## config.mk

```make
export PLATFORM = sky130hd
export DESIGN_NAME = memStage
export DESIGN_NICKNAME = d
export VERILOG_FILES = /design/src/hw/memStagePkg.sv /design/src/hw/pipeReg.sv /design/src/hw/storeAlign.sv /design/src/hw/loadExtend.sv /design/src/hw/dataMemory.sv /design/src/hw/memStage.sv
export VERILOG_INCLUDE_DIRS = /design/src /design/src/hw
export SDC_FILE = /design/constraint.sdc
export NUM_CORES = 2
export LEC_CHECK = 0
export BUFFER_PORTS_ARGS = -buffer_cell sky130_fd_sc_hd__buf_2
export CAP_MARGIN = 0
export CORE_AREA = 2 2 448 450
export DETAILED_ROUTE_END_ITERATION = 6
export DIE_AREA = 0 0 450 452
export PLACE_DENSITY = 0.44
export SLEW_MARGIN = 30
export SYNTH_ARGS = -nofsm -noshare
export SYNTH_HDL_FRONTEND = slang
export SYNTH_HIERARCHICAL = 1
export SYNTH_SLANG_ARGS = --single-unit
```

## constraint.sdc

```tcl
create_clock -name Clock -period 6.3 [get_ports Clock]
set_input_delay 0.63 -clock Clock [delete_from_list [all_inputs] [get_ports Clock]]
set_output_delay 0.63 -clock Clock [all_outputs]
set_load 0.03 [all_outputs]
```

## src/hw/mem_defines.svh

```systemverilog
`ifndef MEM_DEFINES_SVH
`define MEM_DEFINES_SVH

// Datapath width, shared by address and data
`define WORD_WIDTH 32

// Number of 32-bit words in the data memory
`define MEM_DEPTH 32

// log2 of MEM_DEPTH, width of the word index
`define INDEX_WIDTH 5

`endif

```

## src/hw/memStagePkg.sv

```systemverilog
`default_nettype none

`include "mem_defines.svh"

package memStagePkg;

    // Encodings as issued by the decoder, 11 is never legal
    typedef enum logic [1:0] {
        sizeWord = 2'b00,   // lw / sw
        sizeHalf = 2'b01,   // lh / sh
        sizeByte = 2'b10    // lb / sb
    } accessSizeT;

    // Request from the execute stage
    typedef struct packed {
        logic [`WORD_WIDTH-1:0] address;    // Byte address, ALU result
        logic [`WORD_WIDTH-1:0] writeData;  // rs2 value for stores
        logic                   memRead;
        logic                   memWrite;
        accessSizeT             size;
        logic [4:0]             destReg;    // rd
        logic                   regWrite;
    } memReqT;

    // Entry handed to the writeback stage
    typedef struct packed {
        logic [`WORD_WIDTH-1:0] loadData;   // Sign-extended, zero on misaligned
        logic [4:0]             destReg;
        logic                   regWrite;
        logic                   isLoad;     // Low for stores and ALU ops
        logic                   misaligned; // Access was dropped
    } wbT;

    // Whole memory, word 0 in the low bits
    typedef logic [`MEM_DEPTH-1:0][`WORD_WIDTH-1:0] memImageT;

endpackage

`default_nettype wire

```

## src/hw/pipeReg.sv

```systemverilog
`default_nettype none
`timescale 1ns/1ns

// Stage register, payload type chosen per instance
module pipeReg #(
    parameter type payloadT = logic
) (
    input  wire logic    Clock,
    input  wire logic    rst,
    input  wire logic    flush,     // Turns the incoming item into a bubble
    input  wire payloadT dataIn,
    input  wire logic    validIn,
    output payloadT      dataOut,
    output logic         validOut
);

    // Payload is don't-care while validOut is low
    always_ff @(posedge Clock) begin
        dataOut <= dataIn;
    end

    // Valid bit carries the control state
    always_ff @(posedge Clock) begin
        if (rst || flush) begin
            validOut <= 1'b0;   // Bubble
        end else begin
            validOut <= validIn;
        end
    end

endmodule

`default_nettype wire

```

## src/hw/storeAlign.sv

```systemverilog
`default_nettype none
`timescale 1ns/1ns

`include "mem_defines.svh"

// Store side address decode and lane steering
module storeAlign import memStagePkg::*; (
    input  wire memReqT                  request,
    input  wire logic                    requestValid,
    output logic [`INDEX_WIDTH-1:0]      wordIndex,
    output logic [3:0]                   byteEnable,
    output logic [`WORD_WIDTH-1:0]       laneData,
    output logic                         misaligned
);

    logic isAccess;     // Load or store
    logic halfOdd;
    logic badSize;
    logic outOfRange;   // Address past the last word
    logic writeEnable;
    logic [3:0] laneMask;

    assign wordIndex = request.address[`INDEX_WIDTH+1:2];

    assign isAccess   = request.memRead | request.memWrite;
    assign halfOdd    = (request.size == sizeHalf) && request.address[0];
    assign badSize    = (request.size == 2'b11);
    assign outOfRange = |request.address[`WORD_WIDTH-1:`INDEX_WIDTH+2];

    // Only real accesses get flagged
    assign misaligned = isAccess && (halfOdd || badSize || outOfRange);

    assign writeEnable = requestValid && request.memWrite && !misaligned;

    // Lane mask and replicated data per size
    always_comb begin
        laneMask = 4'b0000;
        laneData = '0;
        case (request.size)
            sizeWord: begin
                laneMask = 4'b1111;
                laneData = request.writeData;
            end
            sizeHalf: begin
                laneMask = request.address[1] ? 4'b1100 : 4'b0011;  // Upper or lower half
                laneData = {2{request.writeData[15:0]}};
            end
            sizeByte: begin
                laneMask = 4'b0001 << request.address[1:0];
                laneData = {4{request.writeData[7:0]}};
            end
            default: ;  // Size 11, caught as misaligned
        endcase
    end

    assign byteEnable = writeEnable ? laneMask : 4'b0000;

endmodule

`default_nettype wire

```

## src/hw/loadExtend.sv

```systemverilog
`default_nettype none
`timescale 1ns/1ns

`include "mem_defines.svh"

// Load lane select and sign extension
module loadExtend import memStagePkg::*; (
    input  wire logic [`WORD_WIDTH-1:0] readWord,
    input  wire logic [1:0]             addressLow,
    input  wire accessSizeT             size,
    input  wire logic                   misaligned,
    output logic [`WORD_WIDTH-1:0]      loadData
);

    logic [7:0]  byteLane;
    logic [15:0] halfLane;

    // Byte lane by address low bits
    always_comb begin
        case (addressLow)
            2'b00:   byteLane = readWord[7:0];
            2'b01:   byteLane = readWord[15:8];
            2'b10:   byteLane = readWord[23:16];
            default: byteLane = readWord[31:24];
        endcase
    end

    // Bit 0 is never set here for a legal half access
    assign halfLane = addressLow[1] ? readWord[31:16] : readWord[15:0];

    always_comb begin
        if (misaligned) begin
            loadData = '0;  // Dropped access loads zero
        end else begin
            case (size)
                sizeWord: loadData = readWord;
                sizeHalf: loadData = {{(`WORD_WIDTH-16){halfLane[15]}}, halfLane};
                sizeByte: loadData = {{(`WORD_WIDTH-8){byteLane[7]}}, byteLane};
                default:  loadData = '0;
            endcase
        end
    end

endmodule

`default_nettype wire

```

## src/hw/dataMemory.sv

```systemverilog
`default_nettype none
`timescale 1ns/1ns

`include "mem_defines.svh"

// Byte-enable data RAM with full clear and debug image
module dataMemory import memStagePkg::*; (
    input  wire logic                    Clock,
    input  wire logic                    rst,
    input  wire logic                    clearMem,   // Whole-array clear
    input  wire logic [`INDEX_WIDTH-1:0] wordIndex,
    input  wire logic [3:0]              byteEnable,
    input  wire logic [`WORD_WIDTH-1:0]  laneData,   // Already lane-steered
    output logic [`WORD_WIDTH-1:0]       readWord,
    output memImageT                     memImage
);

    logic [`WORD_WIDTH-1:0] mem [`MEM_DEPTH];

    // Clear wins over a store in the same cycle
    always_ff @(posedge Clock) begin
        if (rst || clearMem) begin
            for (int i = 0; i < `MEM_DEPTH; i++) begin
                mem[i] <= '0;  // Every word, last one included
            end
        end else begin
            for (int b = 0; b < 4; b++) begin
                if (byteEnable[b]) begin
                    mem[wordIndex][8*b +: 8] <= laneData[8*b +: 8];
                end
            end
        end
    end

    // Asynchronous read, same index as the store
    assign readWord = mem[wordIndex];

    // Debug image, word j at bits 32*j up
    for (genvar j = 0; j < `MEM_DEPTH; j++) begin : genImage
        assign memImage[j] = mem[j];
    end

endmodule

`default_nettype wire

```

## src/hw/memStage.sv

```systemverilog
`default_nettype none
`timescale 1ns/1ns

`include "mem_defines.svh"

// MEM stage: EX/MEM register, data memory, MEM/WB register
module memStage import memStagePkg::*; (
    input  wire logic   Clock,
    input  wire logic   rst,
    input  wire logic   flush,          // From branch unit
    input  wire logic   clearMem,
    input  wire memReqT request,
    input  wire logic   requestValid,
    output wbT          writeback,
    output logic        writebackValid,
    output memImageT    memImage
);

    memReqT                  exMemReq;     // Request held in EX/MEM
    logic                    exMemValid;
    logic [`INDEX_WIDTH-1:0] wordIndex;
    logic [3:0]              byteEnable;
    logic [`WORD_WIDTH-1:0]  laneData;
    logic                    misaligned;
    logic [`WORD_WIDTH-1:0]  readWord;
    logic [`WORD_WIDTH-1:0]  loadData;
    wbT                      wbIn;         // MEM/WB input

    pipeReg #(.payloadT(memReqT)) exMemReg (
        .Clock(Clock), .rst(rst), .flush(flush),
        .dataIn(request), .validIn(requestValid),
        .dataOut(exMemReq), .validOut(exMemValid)
    );

    storeAlign aligner (
        .request(exMemReq), .requestValid(exMemValid),
        .wordIndex(wordIndex), .byteEnable(byteEnable),
        .laneData(laneData), .misaligned(misaligned)
    );

    dataMemory dataMem (
        .Clock(Clock), .rst(rst), .clearMem(clearMem),
        .wordIndex(wordIndex), .byteEnable(byteEnable), .laneData(laneData),
        .readWord(readWord), .memImage(memImage)
    );

    loadExtend extender (
        .readWord(readWord), .addressLow(exMemReq.address[1:0]),
        .size(exMemReq.size), .misaligned(misaligned),
        .loadData(loadData)
    );

    // Writeback entry, wiring only
    assign wbIn = '{
        loadData:   loadData,
        destReg:    exMemReq.destReg,
        regWrite:   exMemReq.regWrite,
        isLoad:     exMemReq.memRead,
        misaligned: misaligned
    };

    // No flush past this point
    pipeReg #(.payloadT(wbT)) memWbReg (
        .Clock(Clock), .rst(rst), .flush(1'b0),
        .dataIn(wbIn), .validIn(exMemValid),
        .dataOut(writeback), .validOut(writebackValid)
    );

endmodule

`default_nettype wire

```

# After elaboration in Yosys (flattened, before gate mapping)
# Memory sizes are Yosys's and may differ from the RTL's. A register that Yosys moved wholly into a read port is not among the register bits.
# Index checks and enable logic that the tools add are counted.
[word_totals] register_bits=116 ramBits=1024 in_bits=79 elab_cells=59 n_memories=1
[op_classes] n_eq_ne=5 shift=1 mux=24 bitwise_logic=1 n_reduce_logical=13
[memory_table] memory="dataMem.mem" words=32 word_bits=32 read_ports=33 rd_clocked_by_memory_dff=1 wr=32 line_no="dataMemory.sv:18" rtl="logic [`WORD_WIDTH-1:0] mem [`MEM_DEPTH];"
[ops] cell="$pmux 32 s3" count=2
[ops] cell="$mux 32" count=1
[ops] cell="$reduce_or 32->1" count=1
[ops] cell="$reduce_or 25->1" count=1
[ops] cell="$pmux 8 s3" count=1
[ops] cell="$mux 16" count=1
[ops] cell="$mux 1" count=14
[ops] cell="$mux 4" count=3
[ops] cell="$pmux 4 s3" count=1
[ops] cell="$eq 2x2->1 const B" count=3
[ops] cell="$mux 5" count=1
[ops] cell="$eq 2x1->1 const B" count=2
[ops] cell="$logic_and 1x1->1" count=4
[ops] cell="$logic_not 2->1" count=2
[ops] cell="$logic_or 1x1->1" count=4
[ops] cell="$shl 1x2->4 const A" count=1
[ops] cell="$logic_not 1->1" count=1
[ops] cell="$or 1x1->1" count=1

# Longest topological paths before layout
[logic_depth] ltp_word=13 depth_mapped=12

# Cells and area by module
# The synthesis kept the hierarchy.
[modules_own_cells] module="dataMemory" instances=1 cells_per_inst=3494 area_each_um2=47062.6 seq_area_each_um2=30749.5
[modules_own_cells] module="pipeReg at exMemReg" instances=1 cells_per_inst=76 area_each_um2=1514.0 seq_area_each_um2=1501.4
[modules_own_cells] module="loadExtend" instances=1 cells_per_inst=126 area_each_um2=848.3 seq_area_each_um2=0.0
[modules_own_cells] module="pipeReg at memWbReg" instances=1 cells_per_inst=42 area_each_um2=833.3 seq_area_each_um2=820.8
[modules_own_cells] module="storeAlign" instances=1 cells_per_inst=107 area_each_um2=658.1 seq_area_each_um2=0.0
[modules_own_cells] module="memStage" instances=1 cells_per_inst=1 area_each_um2=3.8 seq_area_each_um2=0.0

# Worst setup path after synthesis
# Ideal clock, no wire load.
[synth_path] path_kind="reg-to-reg" startpoint="register exMemReg/dataOut[6] (netlist name)" endpoint="memory dataMem/mem[10][0] (netlist name) (enable)" arrival_time_ps=2322 required_time_ps=5916 setup_slack_ps=3594 stages_incl_launch_ff=9 period_less_slack_ps=2706 cell_sequence="dfxtp_1 buf_6 a211oi_2 nand4_1 a2111oi_4 nor3b_1 nand2_1 clkbuf_1 o21ai_0"
[synth_lines] element="start: declaration" line_no="pipeReg.sv:13" rtl="output payloadT dataOut,"
[synth_lines] element="start signal: assignment" line_no="pipeReg.sv:19" rtl="dataOut <= dataIn;"
[synth_lines] element="end: declaration" line_no="dataMemory.sv:18"

==> results.toml <==
[clocking]
cts_setup_buffers = 0
clock-root-buffer = "clkbuf_16"
postCtsHoldBufs = 69
cts_buffers = 142
path_clk_slew_ns = 0.06
cts_tree = "yes"
clk_path_buf_depth = 3
post_cts_resized = 0
cts_sinks = 1140
htree_levels = 4
clock_insertion_delay_worst_skew_ns = 0.80

[placement]
dp_cells = 7501
place_hpwl_um = 215000
io_buffers = 1143
gp_congestion = 0.903

[sta]
setup-tns-final_ns = 0
relSlewSlack = 0.295
clock_skew_ns = 0.0234
setup_viol = 0
rsz0062_at_grt = "no"
fin_crit_sh = 0.727
finalHoldViolations = 0
fmax_ghz = 0.218
finalCriticalPeriod_ns = 4.58
drv_slew = 0
fin_hold_ws_ns = 0.0388
tightest_slew_ns = 1.05

[grt]
antenna_found_initial = 54
grt_max_degree = 95
grt_first_pass_wirelength_um = 362000
track_usage = 0.265
grt_pass1_vias = 37800
overflow = 0

[synth]
synth.avg_cell_area_um2 = 13.2
yosys-top-cells-count = "1033 x and2_1, 1024 x edfxtp_1, 527 x mux2i_1"
synthesis.area_um2 = 50900
syn-instance-count = 3846
ys_types = 42
yosysMostFrequentCell = "and2_1"
ys_seq_elements = 1140
ys.flop_type = "edfxtp_1"
seq_area_frac_synth = 0.649
synth_top_area_share = 0.604
ys_async_sr_fraction = 0
syn-num-nets = 3925
synthTopCellsByArea = "edfxtp_1 60%, and2_1 13%, mux2i_1 10%, dfxtp_1 4.6%, o22ai_1 3.1%"
yosysTopAreaCell = "edfxtp_1"
synth_edf_count = 1024
yosys_warnings = 6

[critical_path]
path_cells = "nand4b_1 > buf_4 > buf_4 > o22ai_1 > nor4_1 > nand2_1 > mux2_2 > a22oi_4 > a31oi_1"
worstRegToRegCells = 9
crit_top_cell = "buf_4"
worstPathRequired_ns = 6.92
cpMaxStageDelayCell = "dfxtp_1"
criticalPathCategory = "flop to flop"
start_kind = "flop"
arrival_ns = 5.20
endpoint_kind = "flop"
cpPeakStageDelay_ns = 0.92
path_max_fanout = 25

[drt]
drc = 0
drtIter0Drc = 3446
dr.pass1.iters = 5
post_drt_wl_per_cell_um = 35.7
ant_nets = 0
num_vias = 38500
wirelength_um = 280000
vias_per_cell = 4.90

[finish]
ff_latch_area_um2 = 33100
fillers = 20100
area_delta_synth_final_pct = 28.6
drive_above_1_share = 0.307
multi_input_area_um2 = 16900
finalNonFillerCells = 7859
layout.nets = 5137

[floorplanning]
initial_core_util = 0.256
die_h_um = 452
io_pins = 1144
die-area_um2 = 203000
coreArea_um2 = 199000
num_rows = 164
fp.dieW_um = 450

[job]
cap_violations = 0

[hold_path]
holdPathStages = 1
hold_path_class = "primary input to flop"

[pwr]
power_density_nw_per_um2 = 291
ir_worst_vdd_mv = 0.194
p_leak_uw = 0.0284
power.total_uw = 19000

[run_status]
outcome = "complete, no violations"
## area by class of cell
class / count / area share
flip-flops and latches: 1140 / 0.505
inverters: 10 / 0.000573
repair buffers: 1357 / 0.115
clock inverters: 76 / 0.0101
multi-input cells: 2407 / 0.258
well taps: 2656 / 0.0508
clock buffers: 186 / 0.0592
diodes: 27 / 0.00103
## registers in the layout, summed over array words and instances (netlist names)
signal,flops
exMemReg/validOut,1
memWbReg/validOut,1
exMemReg/dataOut,74
memWbReg/dataOut,40
dataMem/mem,1024
## critical path: cells and delay by family, from the launching register on
family	cells	cell delay [ns]
buffers and inverters	2	0.59
AO/OA/AOI/OAI	3	1.03
multiplexers	1	0.40
flip-flops	1	0.92
AND/OR/NAND/NOR	3	1.43
## placed cells by master (no fill, tap or decap), types with 7 or more instances in the layout
| cell type | Yosys | final |
|---|---|---|
| o21ai_1 | 0 | 87 |
| nor4_1 | 69 | 66 |
| mux2i_1 | 527 | 527 |
| o21bai_1 | 8 | 8 |
| diode_2 | 0 | 27 |
| o21ai_2 | 0 | 11 |
| a21boi_0 | 8 | 8 |
| clkbuf_1 | 180 | 35 |
| and2_1 | 1033 | 1025 |
| clkinv_2 | 0 | 25 |
| clkbuf_16 | 0 | 148 |
| mux2_2 | 16 | 16 |
| a31oi_1 | 19 | 19 |
| dlygate4sd3_1 | 0 | 69 |
| bufinv_16 | 0 | 7 |
| a21oi_1 | 19 | 19 |
| nor2_2 | 13 | 12 |
| and3_1 | 9 | 9 |
| clkinv_1 | 0 | 25 |
| buf_4 | 8 | 141 |
| o21ai_4 | 0 | 12 |
| o22ai_1 | 256 | 256 |
| inv_1 | 10 | 10 |
| dfxtp_1 | 116 | 112 |
| a22oi_1 | 7 | 7 |
| nor2_1 | 124 | 123 |
| buf_2 | 90 | 1143 |
| o21ai_0 | 159 | 49 |
| nand2_1 | 94 | 88 |
| edfxtp_1 | 1024 | 1024 |
## where the power goes
part | switching (µW) | total (µW) | internal (µW)
registers | 307 | 8820 | 8520
clock network | 3440 | 8090 | 4650
logic | 1610 | 2110 | 500
total | 5360 | 19000 | 13700
## logic make-up after synthesis
group | count (synthesis) | share of synthesized area
other | 1 | 0.0000736
buffers and inverters | 299 | 0.0259
DFF | 1140 | 0.649
AOI/OAI and AO/OA | 480 | 0.0560
and+or+nand+nor | 1383 | 0.161
muxes | 543 | 0.107
## worst paths after layout
| check | startpoint | to | slack [ns] |
|---|---|---|---|
| worst max register to register | exMemReg/dataOut[47]$_DFF_P_ | memWbReg/dataOut[28]$_DFF_P_ | 1.72 |
| worst min register to register | exMemReg/dataOut[5]$_DFF_P_ | memWbReg/dataOut[7]$_DFF_P_ | 0.32 |
| worst max-delay path | exMemReg/dataOut[47]$_DFF_P_ | memWbReg/dataOut[28]$_DFF_P_ | 1.72 |
| worst min-delay path | request[69] | exMemReg/dataOut[69]$_DFF_P_ | 0.04 |
## metrics by stage
| stage | area (µm²) | utilization | setup WS (ns) |
|---|---|---|---|
| after global placement | 60100 | 0.303 | 1.64 |
| final | 65500 | 0.330 | 1.72 |
| after CTS | 65400 | 0.329 | 1.61 |
| after floorplan | 50900 | - | 3.59 |
| after detailed placement | 60200 | 0.303 | 1.63 |
| after global routing | 65400 | 0.329 | 1.43 |
## metal layers
layer | global-route usage | wire length (µm)
met1 | 0.323 | 110000
met2 | 0.454 | 139000
met3 | 0.0536 | 17900
met4 | 0.116 | 13200
met5 | 0 | 46
(Power assumes the default switching activity.)
